### config.mk
export PLATFORM = sky130hd
export DESIGN_NAME = exu_ldst_handler
export DESIGN_NICKNAME = d
export VERILOG_FILES = /design/src/hw/ldst_bus_pkg.sv /design/src/hw/rv32i_isa_pkg.sv /design/src/hw/exu_ldst_handler.sv /design/src/hw/imm_decode.sv
export SDC_FILE = /design/constraint.sdc
export NUM_CORES = 1
export LEC_CHECK = 0
export ABC_CLOCK_PERIOD_IN_PS = 12140
export BUFFER_PORTS_ARGS = -buffer_cell sky130_fd_sc_hd__buf_2
export CAP_MARGIN = 5
export CORE_ASPECT_RATIO = 0.8
export CORE_MARGIN = 10
export CORE_UTILIZATION = 35
export CTS_CLUSTER_DIAMETER = 50
export CTS_CLUSTER_SIZE = 10
export DETAILED_ROUTE_END_ITERATION = 16
export GPL_ROUTABILITY_DRIVEN = 0
export PLACE_DENSITY = 0.77
export SLEW_MARGIN = 20
export SYNTH_ARGS = -nofsm -noshare
export SYNTH_HDL_FRONTEND = slang
export SYNTH_SLANG_ARGS = --single-unit
### constraint.sdc
create_clock -name clk -period 12.14 [get_ports clk]
set_clock_uncertainty 0.2 [all_clocks]
set_input_delay 3.642 -clock clk [delete_from_list [all_inputs] [get_ports clk]]
set_output_delay 3.642 -clock clk [all_outputs]
set_load 0.03 [all_outputs]
### src/hw/ldst_bus_pkg.sv
package ldst_bus_pkg;

    // ~~~~~~~~~~~~~~~~~~~~~~~~~~~~~~
    // request/response bus
    // ~~~~~~~~~~~~~~~~~~~~~~~~~~~~~~
    localparam int ldst_aw   = 32;
    localparam int ldst_sw   = 4;
    localparam int ldst_dw   = ldst_sw * 8;
    localparam int ldst_bo_w = $clog2(ldst_sw);

    // data always sits in the low lanes
    localparam logic [ldst_sw-1:0] strb_byte = 4'b0001;
    localparam logic [ldst_sw-1:0] strb_half = 4'b0011;
    localparam logic [ldst_sw-1:0] strb_word = 4'b1111;

    // ~~~~~~~~~~~~~~~~~~~~~~~~~~~~~~
    // data ram
    // ~~~~~~~~~~~~~~~~~~~~~~~~~~~~~~
    localparam int ram_depth_log2 = 8;
    localparam int ram_depth      = 1 << ram_depth_log2;

    // cycles from request handshake to response, must be at least 1
    localparam int ldst_rsp_lat = 2;
    localparam int ldst_cnt_w   = $clog2(ldst_rsp_lat + 1);

endpackage

### src/hw/rv32i_isa_pkg.sv
package rv32i_isa_pkg;

    // ~~~~~~~~~~~~~~~~~~~~~~~~~~~~~~
    // widths
    // ~~~~~~~~~~~~~~~~~~~~~~~~~~~~~~
    localparam int xlen     = 32;
    localparam int gpr_aw   = 5;
    localparam int opcode_w = 7;
    localparam int funct3_w = 3;
    localparam int imm_w    = 12;

    // ~~~~~~~~~~~~~~~~~~~~~~~~~~~~~~
    // opcodes and sub-ops
    // ~~~~~~~~~~~~~~~~~~~~~~~~~~~~~~
    localparam logic [opcode_w-1:0] opcode_load  = 7'b0000011;
    localparam logic [opcode_w-1:0] opcode_store = 7'b0100011;

    localparam logic [funct3_w-1:0] load_funct3_lb  = 3'b000;
    localparam logic [funct3_w-1:0] load_funct3_lh  = 3'b001;
    localparam logic [funct3_w-1:0] load_funct3_lw  = 3'b010;
    localparam logic [funct3_w-1:0] load_funct3_lbu = 3'b100;
    localparam logic [funct3_w-1:0] load_funct3_lhu = 3'b101;

    localparam logic [funct3_w-1:0] store_funct3_sb = 3'b000;
    localparam logic [funct3_w-1:0] store_funct3_sh = 3'b001;
    localparam logic [funct3_w-1:0] store_funct3_sw = 3'b010;

    // ~~~~~~~~~~~~~~~~~~~~~~~~~~~~~~
    // instruction word views
    // ~~~~~~~~~~~~~~~~~~~~~~~~~~~~~~
    typedef struct packed {
        logic [xlen-opcode_w-1:0] payload;
        logic [opcode_w-1:0]      opcode;
    } rv32i_base_t;

    typedef struct packed {
        logic [imm_w-1:0]    imm;
        logic [gpr_aw-1:0]   rs1;
        logic [funct3_w-1:0] funct3;
        logic [gpr_aw-1:0]   rd;
        logic [opcode_w-1:0] opcode;
    } rv32i_i_t;

    // imm split around rs2/rs1/funct3, see imm_decode
    typedef struct packed {
        logic [imm_w-6:0]    imm_hi;
        logic [gpr_aw-1:0]   rs2;
        logic [gpr_aw-1:0]   rs1;
        logic [funct3_w-1:0] funct3;
        logic [4:0]          imm_lo;
        logic [opcode_w-1:0] opcode;
    } rv32i_s_t;

    typedef union packed {
        rv32i_base_t base;
        rv32i_i_t    i;
        rv32i_s_t    s;
    } rv32i_inst_t;

endpackage

### src/hw/exu_ldst_handler.sv
`timescale 1ns/1ps

module exu_ldst_handler (
    input  logic                               clk,
    input  logic                               rst_n,
    input  logic                               sel,
    input  rv32i_isa_pkg::rv32i_inst_t         inst,
    output logic                               req_vld,
    input  logic                               req_rdy,
    output logic [ldst_bus_pkg::ldst_aw-1:0]   req_addr,
    output logic                               req_st,
    output logic [ldst_bus_pkg::ldst_dw-1:0]   req_data,
    output logic [ldst_bus_pkg::ldst_sw-1:0]   req_strb,
    input  logic                               rsp_vld,
    output logic                               rsp_rdy,
    input  logic [ldst_bus_pkg::ldst_dw-1:0]   rsp_data,
    output logic [rv32i_isa_pkg::gpr_aw-1:0]   r1_addr,
    input  logic [rv32i_isa_pkg::xlen-1:0]     r1_data,
    output logic [rv32i_isa_pkg::gpr_aw-1:0]   r2_addr,
    input  logic [rv32i_isa_pkg::xlen-1:0]     r2_data,
    output logic                               w_en,
    output logic [rv32i_isa_pkg::gpr_aw-1:0]   w_addr,
    output logic [rv32i_isa_pkg::xlen-1:0]     w_data,
    output logic                               done
);
    import rv32i_isa_pkg::*;
    import ldst_bus_pkg::*;

    logic                req_hsk;
    logic                rsp_hsk;
    logic                req_pend;
    logic                is_ld_nxt;
    logic                is_st_nxt;
    logic                is_ld;
    logic [funct3_w-1:0] ld_funct3;
    logic [gpr_aw-1:0]   ld_rd;
    logic [xlen-1:0]     i_imm;
    logic [xlen-1:0]     s_imm;
    logic [xlen-1:0]     offset;

    // ~~~~~~~~~~~~~~~~~~~~~~~~~~~~~~
    // handshakes
    // ~~~~~~~~~~~~~~~~~~~~~~~~~~~~~~
    assign req_vld = sel & ~req_pend;
    assign rsp_rdy = 1'b1;
    assign req_hsk = req_vld & req_rdy;
    assign rsp_hsk = rsp_vld & rsp_rdy;
    assign done    = rsp_hsk;

    // one request per sel, cleared once the response lands
    always_ff @(posedge clk or negedge rst_n) begin
        if (!rst_n) begin
            req_pend <= 1'b0;
        end else if (req_hsk) begin
            req_pend <= 1'b1;
        end else if (rsp_hsk) begin
            req_pend <= 1'b0;
        end
    end

    // ~~~~~~~~~~~~~~~~~~~~~~~~~~~~~~
    // request
    // ~~~~~~~~~~~~~~~~~~~~~~~~~~~~~~
    assign is_ld_nxt = (inst.base.opcode == opcode_load);
    assign is_st_nxt = (inst.base.opcode == opcode_store);

    imm_decode u_imm_decode (
        .inst  (inst),
        .i_imm (i_imm),
        .s_imm (s_imm)
    );

    assign offset = is_ld_nxt ? i_imm : s_imm;

    always_comb begin
        r1_addr = '0;
        r2_addr = '0;
        if (is_ld_nxt) begin
            r1_addr = inst.i.rs1;
        end else if (is_st_nxt) begin
            r1_addr = inst.s.rs1;
            r2_addr = inst.s.rs2;
        end
    end

    assign req_addr = r1_data + offset;
    assign req_st   = is_st_nxt;
    assign req_data = r2_data;

    always_comb begin
        case (inst.s.funct3)
            store_funct3_sb: req_strb = strb_byte;
            store_funct3_sh: req_strb = strb_half;
            store_funct3_sw: req_strb = strb_word;
            default:         req_strb = '0;
        endcase
    end

    // ~~~~~~~~~~~~~~~~~~~~~~~~~~~~~~
    // writeback
    // ~~~~~~~~~~~~~~~~~~~~~~~~~~~~~~
    always_ff @(posedge clk) begin
        if (req_hsk) begin
            is_ld     <= is_ld_nxt;
            ld_funct3 <= inst.i.funct3;
            ld_rd     <= inst.i.rd;
        end
    end

    assign w_en   = sel & is_ld & rsp_hsk;
    assign w_addr = ld_rd;

    always_comb begin
        case (ld_funct3)
            load_funct3_lb:  w_data = {{(xlen-8){rsp_data[7]}}, rsp_data[7:0]};
            load_funct3_lh:  w_data = {{(xlen-16){rsp_data[15]}}, rsp_data[15:0]};
            load_funct3_lw:  w_data = rsp_data;
            load_funct3_lbu: w_data = {{(xlen-8){1'b0}}, rsp_data[7:0]};
            load_funct3_lhu: w_data = {{(xlen-16){1'b0}}, rsp_data[15:0]};
            default:         w_data = 'x;
        endcase
    end

endmodule

### src/hw/imm_decode.sv
`timescale 1ns/1ps

module imm_decode (
    input  rv32i_isa_pkg::rv32i_inst_t     inst,
    output logic [rv32i_isa_pkg::xlen-1:0] i_imm,
    output logic [rv32i_isa_pkg::xlen-1:0] s_imm
);
    import rv32i_isa_pkg::*;

    logic [imm_w-1:0] i_raw;
    logic [imm_w-1:0] s_raw;

    // i-type keeps the immediate in one piece
    assign i_raw = inst.i.imm;

    // s-type splits it around rs2/rs1/funct3
    assign s_raw = {inst.s.imm_hi, inst.s.imm_lo};

    assign i_imm = {{(xlen-imm_w){i_raw[imm_w-1]}}, i_raw};
    assign s_imm = {{(xlen-imm_w){s_raw[imm_w-1]}}, s_raw};

endmodule

== After elaboration in Yosys (flattened, before gate mapping) ==
Index checks and enable logic that the tools add are counted.

* Bits in latches: 0
* RAM bits: 0
* Flip-flop bits (word level): 10
* Word-level logic and storage cells: 30
* ROM bits: 0
* Input port bits: 133
* Output and inout port bits: 120
* Memories: 0

* Reduce and logical (&&, ||, !) cells: 3
* Bitwise gates (word level): 5
* $add $sub $neg: 1
* Shift operators: 0
* Multipliers: 0
* Equal/unequal tests: 8
* Mux-type cells: 9
* $lt $le $gt $ge: 0
* Div/mod/pow operators: 0

{| class="wikitable"
|+ Operators with widths
! kind !! number
|-
| $pmux W32 S5 || 1
|-
| $add A32 B32 Y32 || 1
|-
| $mux W5 || 5
|-
| $pmux W4 S3 || 1
|-
| $eq A7 B2 Y1 const B || 1
|-
| $eq A7 B6 Y1 const B || 1
|-
| $eq A3 B1 Y1 const B || 2
|-
| $eq A3 B2 Y1 const B || 2
|-
| $eq A3 B3 Y1 const B || 2
|-
| $logic_not A3 Y1 || 2
|-
| $and A1 B1 Y1 || 4
|-
| $mux W1 || 2
|-
| $reduce_bool A2 Y1 || 1
|-
| $not A1 Y1 || 1
|}

== Logic depth before layout (Yosys ltp) ==
Gate-level depths: netlist (run 1).

* Depth in word-level cells: 4
* Mapped depth: 16
* Gate-level depth less buffers: 15

== Cells and area by module ==
Synthesis (run 1) repeated with hierarchy kept, for this count alone.

* Cells, all modules: 469
* Area, all modules: 3597.2 sq um

{| class="wikitable"
|+ By module, submodules not included
! module !! sequential area each (sq um) !! cells an instance !! instances !! area an instance (sq um)
|-
| exu_ldst_handler || 295.3 || 405 || 1 || 3116.7
|-
| imm_decode || 0.0 || 64 || 1 || 480.5
|}

== Worst setup path after synthesis (run 1) ==
Ideal clock, no wire load.

* Path kind: in2out
* From: input port inst[3] (netlist bit)
* To: output port req_addr[30] (netlist bit)
* Path buffers: 1
* Stages on the path: 16
* Data arrival time: 7183 ps
* Path slack: 1115 ps
* Data required time: 8298 ps
* Path through: nor4_1 and3_1 nor2b_1 clkbuf_1 mux2_2 ha_1 inv_1 fa_1 nor2b_1 o21a_2 a31o_4 a41oi_4 o211a_1 o21ai_0 and3_1 a311oi_1

* Longest elaborated chain between the ends: 3

{| class="wikitable"
|+ RTL lines
! what !! line !! source
|-
| start, declared || exu_ldst_handler.sv:7 || <nowiki>input rv32i_isa_pkg::rv32i_inst_t inst,</nowiki>
|-
| $eq A7 B2 Y1 || exu_ldst_handler.sv:64 || <nowiki>assign is_ld_nxt = (inst.base.opcode == opcode_load);</nowiki>
|-
| via is_ld_nxt || exu_ldst_handler.sv:32 || <nowiki>logic is_ld_nxt;</nowiki>
|-
| $mux W5 || exu_ldst_handler.sv:73 || <nowiki>assign offset = is_ld_nxt ? i_imm : s_imm;</nowiki>
|-
| $add A32 B32 Y32 || exu_ldst_handler.sv:86 || <nowiki>assign req_addr = r1_data + offset;</nowiki>
|-
| end, declared || exu_ldst_handler.sv:10 || <nowiki>output logic [ldst_bus_pkg::ldst_aw-1:0] req_addr,</nowiki>
|}

The timed path passes the listed nets, and every way through them passes these cells.

== Worst setup path in the final report (run 1) ==
* From: input port inst[3] (netlist bit)
* To: output port req_addr[28] (netlist bit)

* Longest elaborated chain between the ends: 3

{| class="wikitable"
|+ RTL lines
! what !! line
|-
| $eq A7 B2 Y1 || exu_ldst_handler.sv:64
|-
| $mux W5 || exu_ldst_handler.sv:73
|-
| $add A32 B32 Y32 || exu_ldst_handler.sv:86
|}

No other way between the ends.

==> results.sh, run 1 <==
export IMPL_result_of_the_run="finished, final reports clean"
export IMPL_finish_net_count=673
export IMPL_fmax_ghz=0.0866
export IMPL_postSynth_asyncResetShare=0.100
export IMPL_criticalPathCategory="input port to primary output"
export IMPL_antenna_viol_nets_final=0
export IMPL_timing_critical_path_buf_inv=3
export IMPL_placement_cell_area_sq_mm=0.00352
export IMPL_place_hpwl_mm=9.33
export IMPL_maximum_number_of_pins_on_one_net_before_global_route_repair=22
export IMPL_ys_ff_latch=10
export IMPL_areaGrowthSynthToFinish_pct=23.2
export IMPL_iter_0_drt_violations=183
export IMPL_core_area_sq_mm=0.00798
export IMPL_synth_commonest_cells="45 x sky130_fd_sc_hd__a21oi_1, 44 x sky130_fd_sc_hd__buf_4, 31 x sky130_fd_sc_hd__ha_1, 27 x sky130_fd_sc_hd__a21o_1, 27 x sky130_fd_sc_hd__o21ai_0"
export IMPL_worstPathCellList="buf_2 > nor4_1 > and3_1 > nor2b_1 > mux2_2 > ha_1 > inv_1 > fa_1 > nor2b_1 > o21a_2 > a31o_4 > a41oi_4 > o211a_1 > o21a_1 > or4b_1 > o311ai_1 > buf_2"
export IMPL_fin_cells=615
export IMPL_wire_length_of_the_first_global_routing_pass_mm=16.6
export IMPL_synth_largest_type_area_fraction=0.134
export IMPL_drc=0
export IMPL_ys_warnings_count=0
export IMPL_primary_flip_flop_cell_chosen_by_synthesis_mapping="sky130_fd_sc_hd__edfxtp_1"
export IMPL_first_global_vias=3369
export IMPL_final_setup_tns_ns=0
export IMPL_ctsResizeCount=0
export IMPL_grt_overflow_total=0
export IMPL_clock_tree_from_tritoncts="yes"
export IMPL_synth_simple_gate_area_share=0.176
export IMPL_hold_path_class="flip-flop to flip-flop"
export IMPL_pins_over_their_slew_limit=0
export IMPL_hold_slack_ns=0.288
export IMPL_cp_top_family="simple AND/OR/NAND/NOR gates"
export IMPL_synth_enable_flop_cells=9
export IMPL_n_antenna_cell=0
export IMPL_initial_utilization=0.362
export IMPL_worstSetupEndpointType="primary output"
export IMPL_rows=29
export IMPL_post_cts_repair_setup_buffers=0
export IMPL_insertion_delay_ns=0.23
export IMPL_ys_seq_area_frac=0.102
export IMPL_synth_area_leaders="sky130_fd_sc_hd__ha_1 13%, sky130_fd_sc_hd__buf_4 11%, sky130_fd_sc_hd__edfxtp_1 9.3%, sky130_fd_sc_hd__a21oi_1 7.8%, sky130_fd_sc_hd__a21o_1 7.0%"
export IMPL_final_setup_viol_count=0
export IMPL_viasPerCell=5.34
export IMPL_synth_cell_type_count=57
export IMPL_detailroute_via_count=3287
export IMPL_path_clk_slew_ns=0.05
export IMPL_timing_critical_path_slowest_cell_delay_ns=0.50
export IMPL_worstMarginPinSlew_ns=0.878
export IMPL_routed_wirelength_mm=10.7
export IMPL_grt_antenna_before_repair=0
export IMPL_power_density_cell_area_mw_per_mm2=86.6
export IMPL_clock_tree_htree_level_count=1
export IMPL_total_leakage_power_nw=1.92
export IMPL_synth_adder_area_share=0.141
export IMPL_die_area_sq_mm=0.0123
export IMPL_postSynthAreaPerCell_sq_um=7.51
export IMPL_mappedNetlistArea_sq_mm=0.00289
export IMPL_synthesis_instances=385
export IMPL_cp_data_required_time_ns=8.30
export IMPL_finalHoldViolations=0
export IMPL_cts_sinks=10
export IMPL_detail_route_first_pass_iterations=4
export IMPL_io_pins=253
export IMPL_critical_path_slowest_cell="sky130_fd_sc_hd__or4b_1"
export IMPL_worst_slew_margin_rel=0.412
export IMPL_synth_top_family_by_area="compound AO/OA/AOI/OAI gates"
export IMPL_die_width_microns=122
export IMPL_cts_root_to_sink_buffers=2
export IMPL_clk_root_buffer_cell="sky130_fd_sc_hd__clkbuf_8"
export IMPL_port_buffer_count=173
export IMPL_power_total_w=0.000308
export IMPL_dpl_cell_count=611
export IMPL_netlist_top_cell_by_area="sky130_fd_sc_hd__ha_1"
export IMPL_holdBufCountCts=0
export IMPL_critical_path_peak_fanout=12
export IMPL_compound_gate_fraction_of_synth_area=0.320
export IMPL_fill_cells=825
export IMPL_critPathArrivalTime_ns=7.71
export IMPL_layout_drive_gt1_share=0.381
export IMPL_postLayoutCellArea_sq_mm=0.00356
export IMPL_synth_xor_area_share=0.0788
export IMPL_syn_nets=550
export IMPL_grt_setup_unrepaired="false"
export IMPL_max_cap_violations=0
export IMPL_synth_most_common_cell="sky130_fd_sc_hd__a21oi_1"
export IMPL_cts_made_buffers=3
export IMPL_setup_worst_path_start_class="input port"
export IMPL_wl_per_instance_microns=17.4
export IMPL_synth_mux_area_frac=0.0264
export IMPL_layout_worst_path_cycle_share=0.952
export IMPL_die_height_microns=101
export IMPL_clock_period_minus_final_worst_setup_slack_ns=11.55
export IMPL_grt_util_all_layers=0.158
export IMPL_vdd_drop_max_mv=0.0460
==> worst register-to-register path: cells and delay by family, from the launching register on <==
family,cells,cell delay (ns)
DFF,1,0.38
and+or+nand+nor,2,0.54
==> flip-flops by register name, summed over array words and instances (netlist names) <==
signal / cells
is_ld: 1
ld_funct3: 3
req_pend: 1
w_addr: 5
==> cells by family (layout without fill, tap and decap cells) <==
group | count (synthesis) | after routing
AOI/OAI and AO/OA | 139 | 139
and+or+nand+nor | 96 | 96
buffers and inverters | 74 | 196
adders and majority gates | 32 | 32
xor gates and xnor gates | 26 | 26
DFF | 10 | 10
muxes | 7 | 7
other | 1 | 1
==> routing by layer <==
layer,share of wire,track usage,vias up
li1,-,-,1600
met1,0.41,0.184,1484
met2,0.49,0.284,169
met3,0.079,0.0384,34
met4,0.021,0.0448,0
met5,0,0,-
==> report_power, final <==
part	internal [W]	switching, W	total [W]
clock	0.0000220	0.0000115	0.0000336
combinational	0.0000812	0.000153	0.000234
sequential	0.0000397	0.00000107	0.0000408
total	0.000143	0.000166	0.000308
==> layout make-up <==
class | instances | area, sq um | area share
Clock buffer | 3 | 41.3 | 0.0116
Sequential cell | 10 | 295 | 0.0829
Inverter | 19 | 71.3 | 0.0200
Multi-Input combinational cell | 301 | 2150 | 0.603
Clock inverter | 1 | 3.75 | 0.00105
Timing Repair Buffer | 173 | 866 | 0.243
Tap cell | 108 | 135 | 0.0379
==> final timing paths <==
path / cells past startpoint / endpoint / slack (ns) / startpoint
setup / recovery: 17 / req_addr[28] / 0.59 / inst[3]
hold / removal: 1 / req_pend / 0.29 / req_pend
setup reg to reg: 2 / is_ld / 10.68 / req_pend
hold reg to reg: 1 / req_pend / 0.29 / req_pend
max in group asynchronous: 1 / req_pend / 8.68 / rst_n
min in group asynchronous: 1 / req_pend / 2.98 / rst_n
==> cell usage in the layout, fill, tap and decap left out, drive strengths merged, types with 6 or more instances in the layout <==
cell type and count:
a21oi 47, nand2 15, o21ai 31, nor2b 9, ha 31, o21a 6
nor2 22, xnor2 22, edfxtp 9, and2 9, nor3 8, and3 13
inv 19, a21o 27, buf 173
==> metrics by stage <==
step                 util  setup WS (ns)
finish              0.446          0.586
detailed placement  0.441          0.600
CTS                 0.446          0.593
floorplan               -           1.11
global route        0.446          0.303
global placement    0.441          0.842
(Power assumes the default switching activity.)
==> run 2, diff against run 1 <==
--- a/config.mk
+++ b/config.mk
@@ -16,6 +16,7 @@
 export DETAILED_ROUTE_END_ITERATION = 16
 export GPL_ROUTABILITY_DRIVEN = 0
 export PLACE_DENSITY = 0.77
+export RECOVER_POWER = 25
 export SLEW_MARGIN = 20
 export SYNTH_ARGS = -nofsm -noshare
 export SYNTH_HDL_FRONTEND = slang
==> run 2 against run 1 <==
Effect of this change: core utilization is 0.19 points lower; wire length hardly changed; clock-buffer cell count stayed put; first-iteration DRC count is 4.9% lower; power is 0.14% lower; largest power group unchanged; flip-flop and latch count stayed put; critical path depth stayed put; via count is 0.49% higher; register-to-register slack worse by 0.15 ns.
==> results.sh, run 2 (same netlist as run 1, synthesis figures left out) <==
export IMPL_holdBufCountCts=0
export IMPL_fmax_ghz=0.0866
export IMPL_max_cap_violations=0
export IMPL_viasPerCell=5.37
export IMPL_maximum_number_of_pins_on_one_net_before_global_route_repair=22
export IMPL_cp_data_required_time_ns=8.30
export IMPL_place_hpwl_mm=9.33
export IMPL_n_antenna_cell=0
export IMPL_finish_net_count=673
export IMPL_power_density_cell_area_mw_per_mm2=86.8
export IMPL_layout_worst_path_cycle_share=0.952
export IMPL_ctsResizeCount=0
export IMPL_total_leakage_power_nw=1.89
export IMPL_critPathArrivalTime_ns=7.71
export IMPL_result_of_the_run="finished, final reports clean"
export IMPL_layout_drive_gt1_share=0.357
export IMPL_port_buffer_count=173
export IMPL_die_area_sq_mm=0.0123
export IMPL_fin_cells=615
export IMPL_die_height_microns=101
export IMPL_clock_tree_htree_level_count=1
export IMPL_antenna_viol_nets_final=0
export IMPL_grt_antenna_before_repair=0
export IMPL_detail_route_first_pass_iterations=4
export IMPL_largest_register_ffs=5
export IMPL_highest_count_cells_in_the_layout_ignoring_fill_and_taps="161 x sky130_fd_sc_hd__buf_2, 45 x sky130_fd_sc_hd__a21oi_1, 31 x sky130_fd_sc_hd__ha_1"
export IMPL_path_clk_slew_ns=0.05
export IMPL_die_width_microns=122
export IMPL_areaGrowthSynthToFinish_pct=22.7
export IMPL_io_pins=253
export IMPL_worstSetupEndpointType="primary output"
export IMPL_vdd_drop_max_mv=0.0460
export IMPL_cts_made_buffers=3
export IMPL_placement_cell_area_sq_mm=0.00352
export IMPL_criticalPathCategory="input port to primary output"
export IMPL_grt_overflow_total=0
export IMPL_wire_length_of_the_first_global_routing_pass_mm=16.6
export IMPL_postLayoutCellArea_sq_mm=0.00355
export IMPL_first_global_vias=3369
export IMPL_grt_setup_unrepaired="false"
export IMPL_cts_sinks=10
export IMPL_final_setup_tns_ns=0
export IMPL_insertion_delay_ns=0.23
export IMPL_routed_wirelength_mm=10.7
export IMPL_finalHoldViolations=0
export IMPL_final_setup_viol_count=0
export IMPL_hold_path_class="flip-flop to flip-flop"
export IMPL_rows=29
export IMPL_cts_root_to_sink_buffers=2
export IMPL_worstMarginPinSlew_ns=0.869
export IMPL_setup_worst_path_start_class="input port"
export IMPL_clk_root_buffer_cell="sky130_fd_sc_hd__clkbuf_8"
export IMPL_layout_cells_most_common="sky130_fd_sc_hd__buf_2"
export IMPL_worst_slew_margin_rel=0.418
export IMPL_wl_per_instance_microns=17.4
export IMPL_final_core_util=0.444
export IMPL_dpl_cell_count=611
export IMPL_core_area_sq_mm=0.00798
export IMPL_grt_util_all_layers=0.158
export IMPL_clock_tree_from_tritoncts="yes"
export IMPL_post_cts_repair_setup_buffers=0
export IMPL_pins_over_their_slew_limit=0
export IMPL_detailroute_via_count=3303
export IMPL_clock_period_minus_final_worst_setup_slack_ns=11.55
export IMPL_critical_path_peak_fanout=12
export IMPL_iter_0_drt_violations=174
export IMPL_drc=0
export IMPL_initial_utilization=0.362
## run 2: report_power, final
part	internal (W)	switching, W	leakage (nW)
combinational	0.0000806	0.000153	1.77
sequential	0.0000397	0.00000110	0.0959
clock	0.0000220	0.0000116	0.0231
## run 2: area by class of cell
cell class                 count  area, sq um
tap                          108          135
timing repair buffer         173          851
sequential                    10          295
fill                         837         4440
multi-input combinational    301         2150
clock inverter                 1         3.75
inverter                      19         71.3
clock buffer                   3         41.3
## run 2: per-stage QoR
step	power, W	setup slack, ns	hold slack, ns
global route	0.000329	0.303	0.311
CTS	0.000310	0.593	0.281
detailed placement	0.000275	0.600	0.271
floorplan	0.000229	1.11	0.250
global placement	0.000270	0.842	0.259
finish	0.000308	0.586	0.288
## run 2: final timing paths
check	from	to	slack [ns]	depth (start not counted)
setup / recovery	inst[3]	req_addr[28]	0.59	17
hold / removal	req_pend	req_pend	0.29	1
setup reg to reg	req_pend	is_ld	10.53	2
hold reg to reg	req_pend	req_pend	0.29	1
max in group asynchronous	rst_n	req_pend	8.68	1
min in group asynchronous	rst_n	req_pend	2.98	1
## run 2: critical path: stages
cell and delay [ns]:
sky130_fd_sc_hd__buf_2 0.11, sky130_fd_sc_hd__nor4_1 0.25, sky130_fd_sc_hd__and3_1 0.37, sky130_fd_sc_hd__nor2b_1 0.48, sky130_fd_sc_hd__mux2_2 0.26, sky130_fd_sc_hd__ha_1 0.18
sky130_fd_sc_hd__inv_1 0.06, sky130_fd_sc_hd__fa_1 0.39, sky130_fd_sc_hd__nor2b_1 0.13, sky130_fd_sc_hd__o21a_2 0.15, sky130_fd_sc_hd__a31o_4 0.18, sky130_fd_sc_hd__a41oi_4 0.13
sky130_fd_sc_hd__o211a_1 0.30, sky130_fd_sc_hd__o21a_1 0.21, sky130_fd_sc_hd__or4b_1 0.50, sky130_fd_sc_hd__o311ai_1 0.10, sky130_fd_sc_hd__buf_2 0.25
## run 2: routing by layer
metal  vias up  routed length, microns  track usage  share of wire
met5         -                       0            0              0
met4         0                     255       0.0448          0.024
met3        40                     821       0.0384          0.077
met2       172                    5190        0.284           0.49
met1      1492                    4420        0.184           0.41
li1       1599                       -            -              -
